===== src/include/accel_macros.svh =====
`ifndef ACCEL_MACROS_SVH
`define ACCEL_MACROS_SVH

// register file geometry
`define ACCEL_ROWS        16
`define ACCEL_LANES       4
`define ACCEL_LANE_W      16
`define ACCEL_MEM_ADDR_W  16

// host command fields
`define ACCEL_OP_MSB      31
`define ACCEL_OP_LSB      28
`define ACCEL_DST_MSB     27
`define ACCEL_DST_LSB     24
`define ACCEL_SRCA_MSB    23
`define ACCEL_SRCA_LSB    20
`define ACCEL_SRCB_MSB    19
`define ACCEL_SRCB_LSB    16
`define ACCEL_ADDR_MSB    15
`define ACCEL_ADDR_LSB    0

`endif


===== src/verilog/accel_pkg.sv =====
`include "accel_macros.svh"

package accel_pkg;

// plain vectors
typedef logic [$clog2(`ACCEL_ROWS)-1:0]           rf_addr_t;
typedef logic [`ACCEL_LANE_W-1:0]                 lane_t;
// lane 0 sits in the low bits
typedef logic [`ACCEL_LANES*`ACCEL_LANE_W-1:0]    row_t;
typedef logic [`ACCEL_MEM_ADDR_W-1:0]             mem_addr_t;
typedef logic [31:0]                              cmd_t;

// host opcodes, codes 7..15 are illegal
typedef enum logic [3:0] {
    OP_NOP   = 4'd0,
    OP_LOAD  = 4'd1,
    OP_STORE = 4'd2,
    OP_MOVE  = 4'd3,
    OP_ADD   = 4'd4,
    OP_MAX   = 4'd5,
    OP_MUL   = 4'd6
} opcode_e;

typedef enum logic [1:0] {EU_ADD, EU_MAX, EU_MUL} eu_op_e;

// control unit FSM
typedef enum logic [1:0] {CU_IDLE, CU_ISSUE, CU_WAIT} cu_state_e;

// load/store FSM
typedef enum logic [1:0] {LS_IDLE, LS_REQ, LS_WAIT_DATA} ldst_state_e;

endpackage


===== src/verilog/accel_intf.sv =====
//////////////////////////////
// row copy request
//////////////////////////////
interface rf_move_intf;
    logic                start;
    accel_pkg::rf_addr_t src;
    accel_pkg::rf_addr_t dst;
    logic                done;

    modport ctrl_unit (output start, src, dst, input done);
    modport rf_move (input start, src, dst, output done);
endinterface

//////////////////////////////
// row transfer to/from memory
//////////////////////////////
interface rf_ldst_intf;
    logic                 start;
    logic                 is_store;
    accel_pkg::rf_addr_t  row;
    accel_pkg::mem_addr_t mem_addr;
    logic                 done;

    modport ctrl_unit (output start, is_store, row, mem_addr, input done);
    modport rf_ldst (input start, is_store, row, mem_addr, output done);
endinterface

//////////////////////////////
// EU dispatch
//////////////////////////////
interface eu_ctrl_intf;
    logic                start;
    accel_pkg::eu_op_e   op;
    accel_pkg::rf_addr_t dst;
    accel_pkg::rf_addr_t src_a;
    accel_pkg::rf_addr_t src_b;
    logic                done;

    modport ctrl_unit (output start, op, dst, src_a, src_b, input done);
    modport eu (input start, op, dst, src_a, src_b, output done);
endinterface

//////////////////////////////
// EU access to RF storage
//////////////////////////////
interface rmio_intf;
    accel_pkg::rf_addr_t rd_addr_a;
    accel_pkg::rf_addr_t rd_addr_b;
    // combinational read data
    accel_pkg::row_t     rd_data_a;
    accel_pkg::row_t     rd_data_b;
    logic                wr_en;
    accel_pkg::rf_addr_t wr_addr;
    accel_pkg::row_t     wr_data;

    modport eu (
        output rd_addr_a, rd_addr_b, wr_en, wr_addr, wr_data,
        input  rd_data_a, rd_data_b
    );
    modport rf (
        input  rd_addr_a, rd_addr_b, wr_en, wr_addr, wr_data,
        output rd_data_a, rd_data_b
    );
endinterface


===== src/verilog/ctrl_unit.sv =====
`include "accel_macros.svh"

module ctrl_unit (
    input  wire                 clk,
    input  wire                 i_rst_n,

    input  accel_pkg::cmd_t     i_h2f_pio32,
    input  wire                 i_h2f_write,
    output logic [31:0]         o_f2h_pio32,
    output logic                o_f2h_write,

    rf_move_intf.ctrl_unit      rf_move,
    rf_ldst_intf.ctrl_unit      rf_ldst,
    eu_ctrl_intf.ctrl_unit      eu_ctrl
);

accel_pkg::cu_state_e state;
accel_pkg::cmd_t      cmd_q;
accel_pkg::opcode_e   op;
logic                 op_legal;
logic                 issue;
logic                 engine_done;

logic [15:0] cmd_cnt;
logic exec_done, move_done, ldst_done, cu_done;
logic overrun, illegal;

//////////////////////////////
// decode
//////////////////////////////
assign op    = accel_pkg::opcode_e'(cmd_q[`ACCEL_OP_MSB:`ACCEL_OP_LSB]);
assign issue = (state == accel_pkg::CU_ISSUE);

always_comb begin
    case (op)
        accel_pkg::OP_NOP, accel_pkg::OP_LOAD, accel_pkg::OP_STORE,
        accel_pkg::OP_MOVE, accel_pkg::OP_ADD, accel_pkg::OP_MAX,
        accel_pkg::OP_MUL: op_legal = 1'b1;
        default:           op_legal = 1'b0;
    endcase
end

// MOVE copies src a into dst
assign rf_move.start = issue && (op == accel_pkg::OP_MOVE);
assign rf_move.src   = cmd_q[`ACCEL_SRCA_MSB:`ACCEL_SRCA_LSB];
assign rf_move.dst   = cmd_q[`ACCEL_DST_MSB:`ACCEL_DST_LSB];

// LOAD fills dst, STORE sends out src a
assign rf_ldst.start    = issue && (op == accel_pkg::OP_LOAD || op == accel_pkg::OP_STORE);
assign rf_ldst.is_store = (op == accel_pkg::OP_STORE);
assign rf_ldst.row      = rf_ldst.is_store ? cmd_q[`ACCEL_SRCA_MSB:`ACCEL_SRCA_LSB]
                                           : cmd_q[`ACCEL_DST_MSB:`ACCEL_DST_LSB];
assign rf_ldst.mem_addr = cmd_q[`ACCEL_ADDR_MSB:`ACCEL_ADDR_LSB];

assign eu_ctrl.start = issue && (op == accel_pkg::OP_ADD || op == accel_pkg::OP_MAX ||
                                 op == accel_pkg::OP_MUL);
assign eu_ctrl.dst   = cmd_q[`ACCEL_DST_MSB:`ACCEL_DST_LSB];
assign eu_ctrl.src_a = cmd_q[`ACCEL_SRCA_MSB:`ACCEL_SRCA_LSB];
assign eu_ctrl.src_b = cmd_q[`ACCEL_SRCB_MSB:`ACCEL_SRCB_LSB];

always_comb begin
    case (op)
        accel_pkg::OP_MAX: eu_ctrl.op = accel_pkg::EU_MAX;
        accel_pkg::OP_MUL: eu_ctrl.op = accel_pkg::EU_MUL;
        default:           eu_ctrl.op = accel_pkg::EU_ADD;
    endcase
end

assign engine_done = rf_move.done || rf_ldst.done || eu_ctrl.done;

//////////////////////////////
// command FSM and status
//////////////////////////////
always_ff @(posedge clk) begin
    if (state == accel_pkg::CU_IDLE && i_h2f_write) begin
        cmd_q <= i_h2f_pio32;
    end
end

always_ff @(posedge clk or negedge i_rst_n) begin
    if (!i_rst_n) begin
        state       <= accel_pkg::CU_IDLE;
        o_f2h_write <= 1'b0;
        cmd_cnt     <= '0;
        {exec_done, move_done, ldst_done, cu_done} <= '0;
        overrun     <= 1'b0;
        illegal     <= 1'b0;
    end else begin
        o_f2h_write <= 1'b0;
        // writes while busy are dropped
        if (i_h2f_write && state != accel_pkg::CU_IDLE) begin
            overrun <= 1'b1;
        end
        case (state)
            accel_pkg::CU_IDLE: begin
                if (i_h2f_write) begin
                    {exec_done, move_done, ldst_done, cu_done} <= '0;
                    state <= accel_pkg::CU_ISSUE;
                end
            end
            accel_pkg::CU_ISSUE: begin
                if (op_legal && op != accel_pkg::OP_NOP) begin
                    state <= accel_pkg::CU_WAIT;
                end else begin
                    // nop and illegal finish here
                    illegal     <= illegal | ~op_legal;
                    cmd_cnt     <= cmd_cnt + 16'd1;
                    cu_done     <= 1'b1;
                    o_f2h_write <= 1'b1;
                    state       <= accel_pkg::CU_IDLE;
                end
            end
            accel_pkg::CU_WAIT: begin
                if (engine_done) begin
                    exec_done   <= eu_ctrl.done;
                    move_done   <= rf_move.done;
                    ldst_done   <= rf_ldst.done;
                    cmd_cnt     <= cmd_cnt + 16'd1;
                    cu_done     <= 1'b1;
                    o_f2h_write <= 1'b1;
                    state       <= accel_pkg::CU_IDLE;
                end
            end
            default: state <= accel_pkg::CU_IDLE;
        endcase
    end
end

assign o_f2h_pio32 = {state != accel_pkg::CU_IDLE, 9'd0, illegal, overrun,
                      cu_done, ldst_done, move_done, exec_done, cmd_cnt};

endmodule


===== src/verilog/rf_wrapper.sv =====
`include "accel_macros.svh"

module rf_wrapper (
    input  wire                   clk,
    input  wire                   i_rst_n,

    rf_move_intf.rf_move          rf_move,
    rf_ldst_intf.rf_ldst          rf_ldst,
    rmio_intf.rf                  rmio,

    output logic                  o_mem_req,
    output logic                  o_mem_we,
    output accel_pkg::mem_addr_t  o_mem_addr,
    output accel_pkg::row_t       o_mem_wdata,
    input  wire                   i_mem_ready,
    input  accel_pkg::row_t       i_mem_rdata,
    input  wire                   i_mem_rvalid
);

accel_pkg::row_t rows [`ACCEL_ROWS];

logic                rf_we;
accel_pkg::rf_addr_t rf_waddr;
accel_pkg::row_t     rf_wdata;

//////////////////////////////
// move engine
//////////////////////////////
logic                mv_pend;
logic                mv_done;
accel_pkg::rf_addr_t mv_dst;
accel_pkg::row_t     mv_data;

always_ff @(posedge clk or negedge i_rst_n) begin
    if (!i_rst_n) begin
        mv_pend <= 1'b0;
        mv_done <= 1'b0;
    end else begin
        mv_pend <= rf_move.start;
        mv_done <= mv_pend;
    end
end

// source row captured on start
always_ff @(posedge clk) begin
    if (rf_move.start) begin
        mv_dst  <= rf_move.dst;
        mv_data <= rows[rf_move.src];
    end
end

assign rf_move.done = mv_done;

//////////////////////////////
// load/store engine
//////////////////////////////
accel_pkg::ldst_state_e ls_state;
accel_pkg::rf_addr_t    ls_row;
logic                   ls_accept;
logic                   ld_wr;

assign o_mem_req = (ls_state == accel_pkg::LS_REQ);
assign ls_accept = o_mem_req && i_mem_ready;
assign ld_wr     = (ls_state == accel_pkg::LS_WAIT_DATA) && i_mem_rvalid;

// store ends on acceptance, load on the returned data
assign rf_ldst.done = (ls_accept && o_mem_we) || ld_wr;

always_ff @(posedge clk or negedge i_rst_n) begin
    if (!i_rst_n) begin
        ls_state <= accel_pkg::LS_IDLE;
        o_mem_we <= 1'b0;
    end else begin
        case (ls_state)
            accel_pkg::LS_IDLE: begin
                if (rf_ldst.start) begin
                    o_mem_we <= rf_ldst.is_store;
                    ls_state <= accel_pkg::LS_REQ;
                end
            end
            accel_pkg::LS_REQ: begin
                if (i_mem_ready) begin
                    ls_state <= o_mem_we ? accel_pkg::LS_IDLE : accel_pkg::LS_WAIT_DATA;
                end
            end
            accel_pkg::LS_WAIT_DATA: begin
                if (i_mem_rvalid) begin
                    ls_state <= accel_pkg::LS_IDLE;
                end
            end
            default: ls_state <= accel_pkg::LS_IDLE;
        endcase
    end
end

// request fields hold until the next start
always_ff @(posedge clk) begin
    if (rf_ldst.start) begin
        ls_row      <= rf_ldst.row;
        o_mem_addr  <= rf_ldst.mem_addr;
        o_mem_wdata <= rows[rf_ldst.row];
    end
end

//////////////////////////////
// storage
//////////////////////////////
// load first, then move, then EU
always_comb begin
    rf_we    = 1'b1;
    rf_waddr = rmio.wr_addr;
    rf_wdata = rmio.wr_data;
    if (ld_wr) begin
        rf_waddr = ls_row;
        rf_wdata = i_mem_rdata;
    end else if (mv_pend) begin
        rf_waddr = mv_dst;
        rf_wdata = mv_data;
    end else begin
        rf_we = rmio.wr_en;
    end
end

always_ff @(posedge clk or negedge i_rst_n) begin
    if (!i_rst_n) begin
        rows <= '{default: '0};
    end else if (rf_we) begin
        rows[rf_waddr] <= rf_wdata;
    end
end

assign rmio.rd_data_a = rows[rmio.rd_addr_a];
assign rmio.rd_data_b = rows[rmio.rd_addr_b];

endmodule


===== src/verilog/eu_top.sv =====
`include "accel_macros.svh"

module eu_top (
    input  wire         clk,
    input  wire         i_rst_n,

    eu_ctrl_intf.eu     eu_ctrl,
    rmio_intf.eu        rmio
);

accel_pkg::eu_op_e   op_q;
accel_pkg::rf_addr_t dst_q;
accel_pkg::rf_addr_t src_a_q;
accel_pkg::rf_addr_t src_b_q;
accel_pkg::row_t     res;
accel_pkg::row_t     res_q;

// pipeline stage flags
logic rd_vld;
logic wr_vld;
logic done_q;

always_ff @(posedge clk or negedge i_rst_n) begin
    if (!i_rst_n) begin
        rd_vld <= 1'b0;
        wr_vld <= 1'b0;
        done_q <= 1'b0;
    end else begin
        rd_vld <= eu_ctrl.start;
        wr_vld <= rd_vld;
        done_q <= wr_vld;
    end
end

always_ff @(posedge clk) begin
    if (eu_ctrl.start) begin
        op_q    <= eu_ctrl.op;
        dst_q   <= eu_ctrl.dst;
        src_a_q <= eu_ctrl.src_a;
        src_b_q <= eu_ctrl.src_b;
    end
    if (rd_vld) begin
        res_q <= res;
    end
end

// per-lane datapath, results wrap to 16 bits
always_comb begin : lane_calc
    accel_pkg::lane_t la;
    accel_pkg::lane_t lb;
    res = '0;
    for (int i = 0; i < `ACCEL_LANES; i++) begin
        la = rmio.rd_data_a[i*`ACCEL_LANE_W +: `ACCEL_LANE_W];
        lb = rmio.rd_data_b[i*`ACCEL_LANE_W +: `ACCEL_LANE_W];
        case (op_q)
            accel_pkg::EU_MAX: res[i*`ACCEL_LANE_W +: `ACCEL_LANE_W] = (la > lb) ? la : lb;
            accel_pkg::EU_MUL: res[i*`ACCEL_LANE_W +: `ACCEL_LANE_W] = la * lb;
            default:           res[i*`ACCEL_LANE_W +: `ACCEL_LANE_W] = la + lb;
        endcase
    end
end

assign rmio.rd_addr_a = src_a_q;
assign rmio.rd_addr_b = src_b_q;
assign rmio.wr_en     = wr_vld;
assign rmio.wr_addr   = dst_q;
assign rmio.wr_data   = res_q;
assign eu_ctrl.done   = done_q;

endmodule


===== src/verilog/design_top.sv =====
module design_top (
    input  wire                   clk,
    input  wire                   i_rst_n,

    // host command port
    input  accel_pkg::cmd_t       i_h2f_pio32,
    input  wire                   i_h2f_write,
    output logic [31:0]           o_f2h_pio32,
    output logic                  o_f2h_write,

    // external memory
    output logic                  o_mem_req,
    output logic                  o_mem_we,
    output accel_pkg::mem_addr_t  o_mem_addr,
    output accel_pkg::row_t       o_mem_wdata,
    input  wire                   i_mem_ready,
    input  accel_pkg::row_t       i_mem_rdata,
    input  wire                   i_mem_rvalid
);

//////////////////////////////
// interfaces
//////////////////////////////
rf_move_intf i_rf_move_intf ();
rf_ldst_intf i_rf_ldst_intf ();
eu_ctrl_intf i_eu_ctrl_intf ();
rmio_intf    i_rmio_intf ();

//////////////////////////////
// control unit
//////////////////////////////
ctrl_unit i_ctrl_unit (
    .clk         (clk),
    .i_rst_n     (i_rst_n),
    .i_h2f_pio32 (i_h2f_pio32),
    .i_h2f_write (i_h2f_write),
    .o_f2h_pio32 (o_f2h_pio32),
    .o_f2h_write (o_f2h_write),
    .rf_move     (i_rf_move_intf.ctrl_unit),
    .rf_ldst     (i_rf_ldst_intf.ctrl_unit),
    .eu_ctrl     (i_eu_ctrl_intf.ctrl_unit)
);

//////////////////////////////
// register file
//////////////////////////////
rf_wrapper i_rf_wrapper (
    .clk          (clk),
    .i_rst_n      (i_rst_n),
    .rf_move      (i_rf_move_intf.rf_move),
    .rf_ldst      (i_rf_ldst_intf.rf_ldst),
    .rmio         (i_rmio_intf.rf),
    .o_mem_req    (o_mem_req),
    .o_mem_we     (o_mem_we),
    .o_mem_addr   (o_mem_addr),
    .o_mem_wdata  (o_mem_wdata),
    .i_mem_ready  (i_mem_ready),
    .i_mem_rdata  (i_mem_rdata),
    .i_mem_rvalid (i_mem_rvalid)
);

//////////////////////////////
// execution unit
//////////////////////////////
eu_top i_eu_top (
    .clk     (clk),
    .i_rst_n (i_rst_n),
    .eu_ctrl (i_eu_ctrl_intf.eu),
    .rmio    (i_rmio_intf.eu)
);

endmodule


===== config.mk =====
export PLATFORM = sky130hd
export DESIGN_NAME = design_top
export DESIGN_NICKNAME = d
export VERILOG_FILES = /design/src/verilog/accel_pkg.sv /design/src/verilog/accel_intf.sv /design/src/verilog/ctrl_unit.sv /design/src/verilog/rf_wrapper.sv /design/src/verilog/eu_top.sv /design/src/verilog/design_top.sv
export VERILOG_INCLUDE_DIRS = /design/src /design/src/include
export SDC_FILE = /design/constraint.sdc
export NUM_CORES = 2
export LEC_CHECK = 0
export BUFFER_PORTS_ARGS = -buffer_cell sky130_fd_sc_hd__buf_4
export CORE_MARGIN = 2
export CORE_UTILIZATION = 55
export CTS_CLUSTER_SIZE = 8
export DETAILED_ROUTE_END_ITERATION = 8
export PLACE_DENSITY = 0.71
export SKIP_LAST_GASP = 1
export SLEW_MARGIN = 10
export SYNTH_ARGS = -nofsm -noshare
export SYNTH_HDL_FRONTEND = slang
export SYNTH_SLANG_ARGS = --single-unit

===== constraint.sdc =====
create_clock -name clk -period 8 [get_ports clk]
set_input_delay 0 -clock clk [delete_from_list [all_inputs] [get_ports clk]]
set_output_delay 0 -clock clk [all_outputs]
set_load 0.01 [all_outputs]

==> reports/results.tsv <==
stage	metric	value	unit
synth	synth_most_common_cell	nand2_1	
final_layout	fin_nets	10757	
power_and_ir_drop	p_per_area	347	nW/um2
worst_setup_path	critPathCapture	i_eu_top.rmio.wr_data[46]	
timing	hold_viol	0	
cts	clk_pin_slew_worst_paths	0.06	ns
synth	yosysSeqAreaShare	0.344	
synth	ys_seq_elements	1319	
routing	drc	0	
routing	drtIter0Drc	11334	
synth	syn_area_per_cell	9.98	um2
worst_setup_path	arrival	8.37	ns
routing	vias	84542	
placed_design	place_congestion	0.980	
worst_setup_path	worstSetupStartpoint	i_eu_top.rmio.rd_addr_a[0]	
worst_hold_path	hold_class	in -> reg	
global_route	grt_pass1_vias	84815	
timing	grt_setup_unrepaired	true	
global_route	overflow	0	
worst_setup_path	critPathKind	reg -> reg	
worst_setup_path	r2r_start	i_eu_top.rmio.rd_addr_a[0]	
floorplan	start_util	0.553	
worst_setup_path	crit_path_end_kind	register	
synth	ys_warn_count	0	
floorplan	die_x	430	um
synth	synth_edf_count	262	
synth	synth_ff_type	dfrtp_1	
final_layout	utilization	0.614	
timing	post-route-period-util	0.979	
routing	ant_nets	0	
run_status	status	complete, no violations	
floorplan	fp.coreArea	181000	um2
final_layout	fin_area	111000	um2
synth	synthArstFlopShare	0.801	
cts	cts_root_buffer	clkbuf_16	
power_and_ir_drop	p_total	38500	uW
floorplan	die-area	185000	um2
floorplan	rows	156	
placed_design	placed_area	104000	um2
cts	clk_latency	0.86	ns
worst_setup_path	r2r_end	i_eu_top.rmio.wr_data[46]	
timing	fmaxAchievable	0.128	GHz
worst_setup_path	crit_required	8.54	ns
timing	maxSlewHeadroom	0.142	
synth	syn_area	99800	um2
global_route	grt_max_degree	162	
worst_setup_path	crit_fanout	21	
cts	clock_path_buffers	3	
floorplan	dieHeight	430	um
global_route	track_usage	0.383	
timing	fin_tns_setup	0	ns
timing	worst-slew-pin-transition	1.29	ns
synth	synth_common_cells	nand2_1 (2480), o21ai_0 (1136), dfrtp_1 (1057), mux4_2 (857), clkbuf_1 (630)	
routing	wl	353	mm
routing	drtPass1Iterations	6	
worst_setup_path	reg2reg_slack	0.17	ns
routing	wire_per_inst	28.2	um
global_route	antenna_found_initial	12	
final_layout	area_delta_synth_final	11.0	%
run	drv_cap	0	
synth	postSynthCellCount	9998	
cts	cts_tree	built	
timing	clock_skew	0.0496	ns
cts	cts_buffers	187	
synth	yosysTopAreaCell	dfrtp_1	
placed_design	port_buffers	206	
cts	h-tree-depth	4	
cts	clkSinkCount	1319	
timing	setup_viol_count_final	0	
global_route	grt_pass1_wl	533	mm
timing	maxSlewViolCount	0	
timing	period_needed	7.83	ns
power_and_ir_drop	leakagePower	0.0468	uW
final_layout	drive_gt1_frac	0.168	
synth	synth_top_area_frac	0.265	
worst_setup_path	reg2reg_depth	27	
power_and_ir_drop	peakVddDrop	224	uV
synth	synth_area_leaders	dfrtp_1 (27%), mux4_2 (19%), nand2_1 (9.3%)	
synth	synth_cell_types	73	
floorplan	pin_count	216	
worst_setup_path	start_kind	register	
placed_design	place_hpwl	219	mm
routing	vias_per_cell	6.76	
## cell families (layout without fill, tap and decap cells)
kind of cell,count (synthesis),count (layout),synth area share
AOI/OAI and AO/OA,1801,1801,0.108
and+or+nand+nor,3484,3484,0.143
other,1,14,0.0000376
adders and majority gates,651,651,0.106
xor gates and xnor gates,217,217,0.0197
buffers and inverters,1473,1595,0.0612
muxes,1052,1053,0.219
DFF,1319,1319,0.344
## worst min-delay path by stage
stage,depth (start not counted),slack [ns],from,endpoint
final,4,0.12,i_h2f_write,i_ctrl_unit.state[0]
after global routing,4,0.11,i_h2f_write,i_ctrl_unit.state[0]
after CTS,4,0.05,i_h2f_write,i_ctrl_unit.state[0]
after global placement,1,0.08,i_rst_n,i_ctrl_unit.overrun
after floorplan,0,-0.30,i_rst_n,i_ctrl_unit.cmd_cnt[0]
after detailed placement,1,0.09,i_rst_n,i_ctrl_unit.overrun
## power breakdown
part / total, uW / internal [uW] / switching [uW]
sequential: 11500 / 9050 / 2480
clock: 7570 / 4420 / 3140
combinational: 19400 / 8300 / 11100
## through the flow
step | hold WS [ns] | std cells | setup slack (ns)
3_5_place_dp | 0.0862 | 12034 | 0.0846
5_1_grt | 0.107 | 12501 | -0.140
4_1_cts | 0.0462 | 12485 | 0.0522
2_1_floorplan | -0.296 | 10006 | 0.645
6_report | 0.116 | 12504 | 0.171
3_3_place_gp | 0.0819 | 12034 | 0.210
## worst max-delay path, cell delays in order, from the launching register on
cell	delay, ns
edfxtp_1	0.50
buf_12	0.23
buf_12	0.25
mux4_1	0.65
a22oi_4	0.46
nand2_2	0.29
ha_1	0.30
inv_1	0.09
fa_1	0.46
fa_1	0.48
inv_1	0.07
ha_1	0.14
inv_1	0.05
fa_1	0.47
inv_1	0.05
ha_1	0.26
inv_1	0.05
fa_1	0.49
inv_1	0.05
ha_1	0.29
a21oi_1	0.26
o21bai_1	0.10
a21oi_1	0.33
o21ai_0	0.23
o41ai_2	0.33
xnor2_1	0.21
a221oi_1	0.32
a21oi_1	0.08
## per-layer routing
metal,GRT usage,vias up,share of wire
li1,-,35413,-
met1,0.495,41295,0.35
met2,0.574,6290,0.44
met3,0.110,1532,0.13
met4,0.232,12,0.073
met5,0,-,0.00025
## area by class of cell
class / instances / area [um2]
tap: 2370 / 2970
clock inverter: 16 / 206
inverter: 643 / 2440
timing repair buffer: 639 / 5850
multi-input combinational: 7215 / 59700
fill: 14518 / 69800
antenna: 5 / 12.5
sequential: 1319 / 34300
clock buffer: 297 / 5230
## layout by cell type (no fill, tap or decap), drive strengths merged, types with 263 or more instances in the layout
cell	instances
nand2	2484
o21ai	1137
dfrtp	1057
mux4	890
inv	643
nand3	526
buf	502
ha	327
fa	324
clkbuf	297
nor2	263
## registers in the layout, summed over array words and instances (netlist names), 16 cells and up
| signal | cells |
|---|---|
| i_ctrl_unit.cmd_cnt | 16 |
| i_rf_wrapper.o_mem_wdata | 64 |
| i_eu_top.rmio.wr_data | 64 |
| i_rf_wrapper.mv_data | 64 |
| i_rf_wrapper.rows | 1024 |
| i_ctrl_unit.cmd_q | 32 |
| i_rf_wrapper.o_mem_addr | 16 |
## timing repair
item	4_1_cts	5_1_grt
hold endpoints to repair	1387	0
hold buffers	138	0
gates resized for setup	0	9
endpoints found under the setup margin	0	8
setup buffers	0	12
No activity file was read; power rests on OpenSTA's default activity.
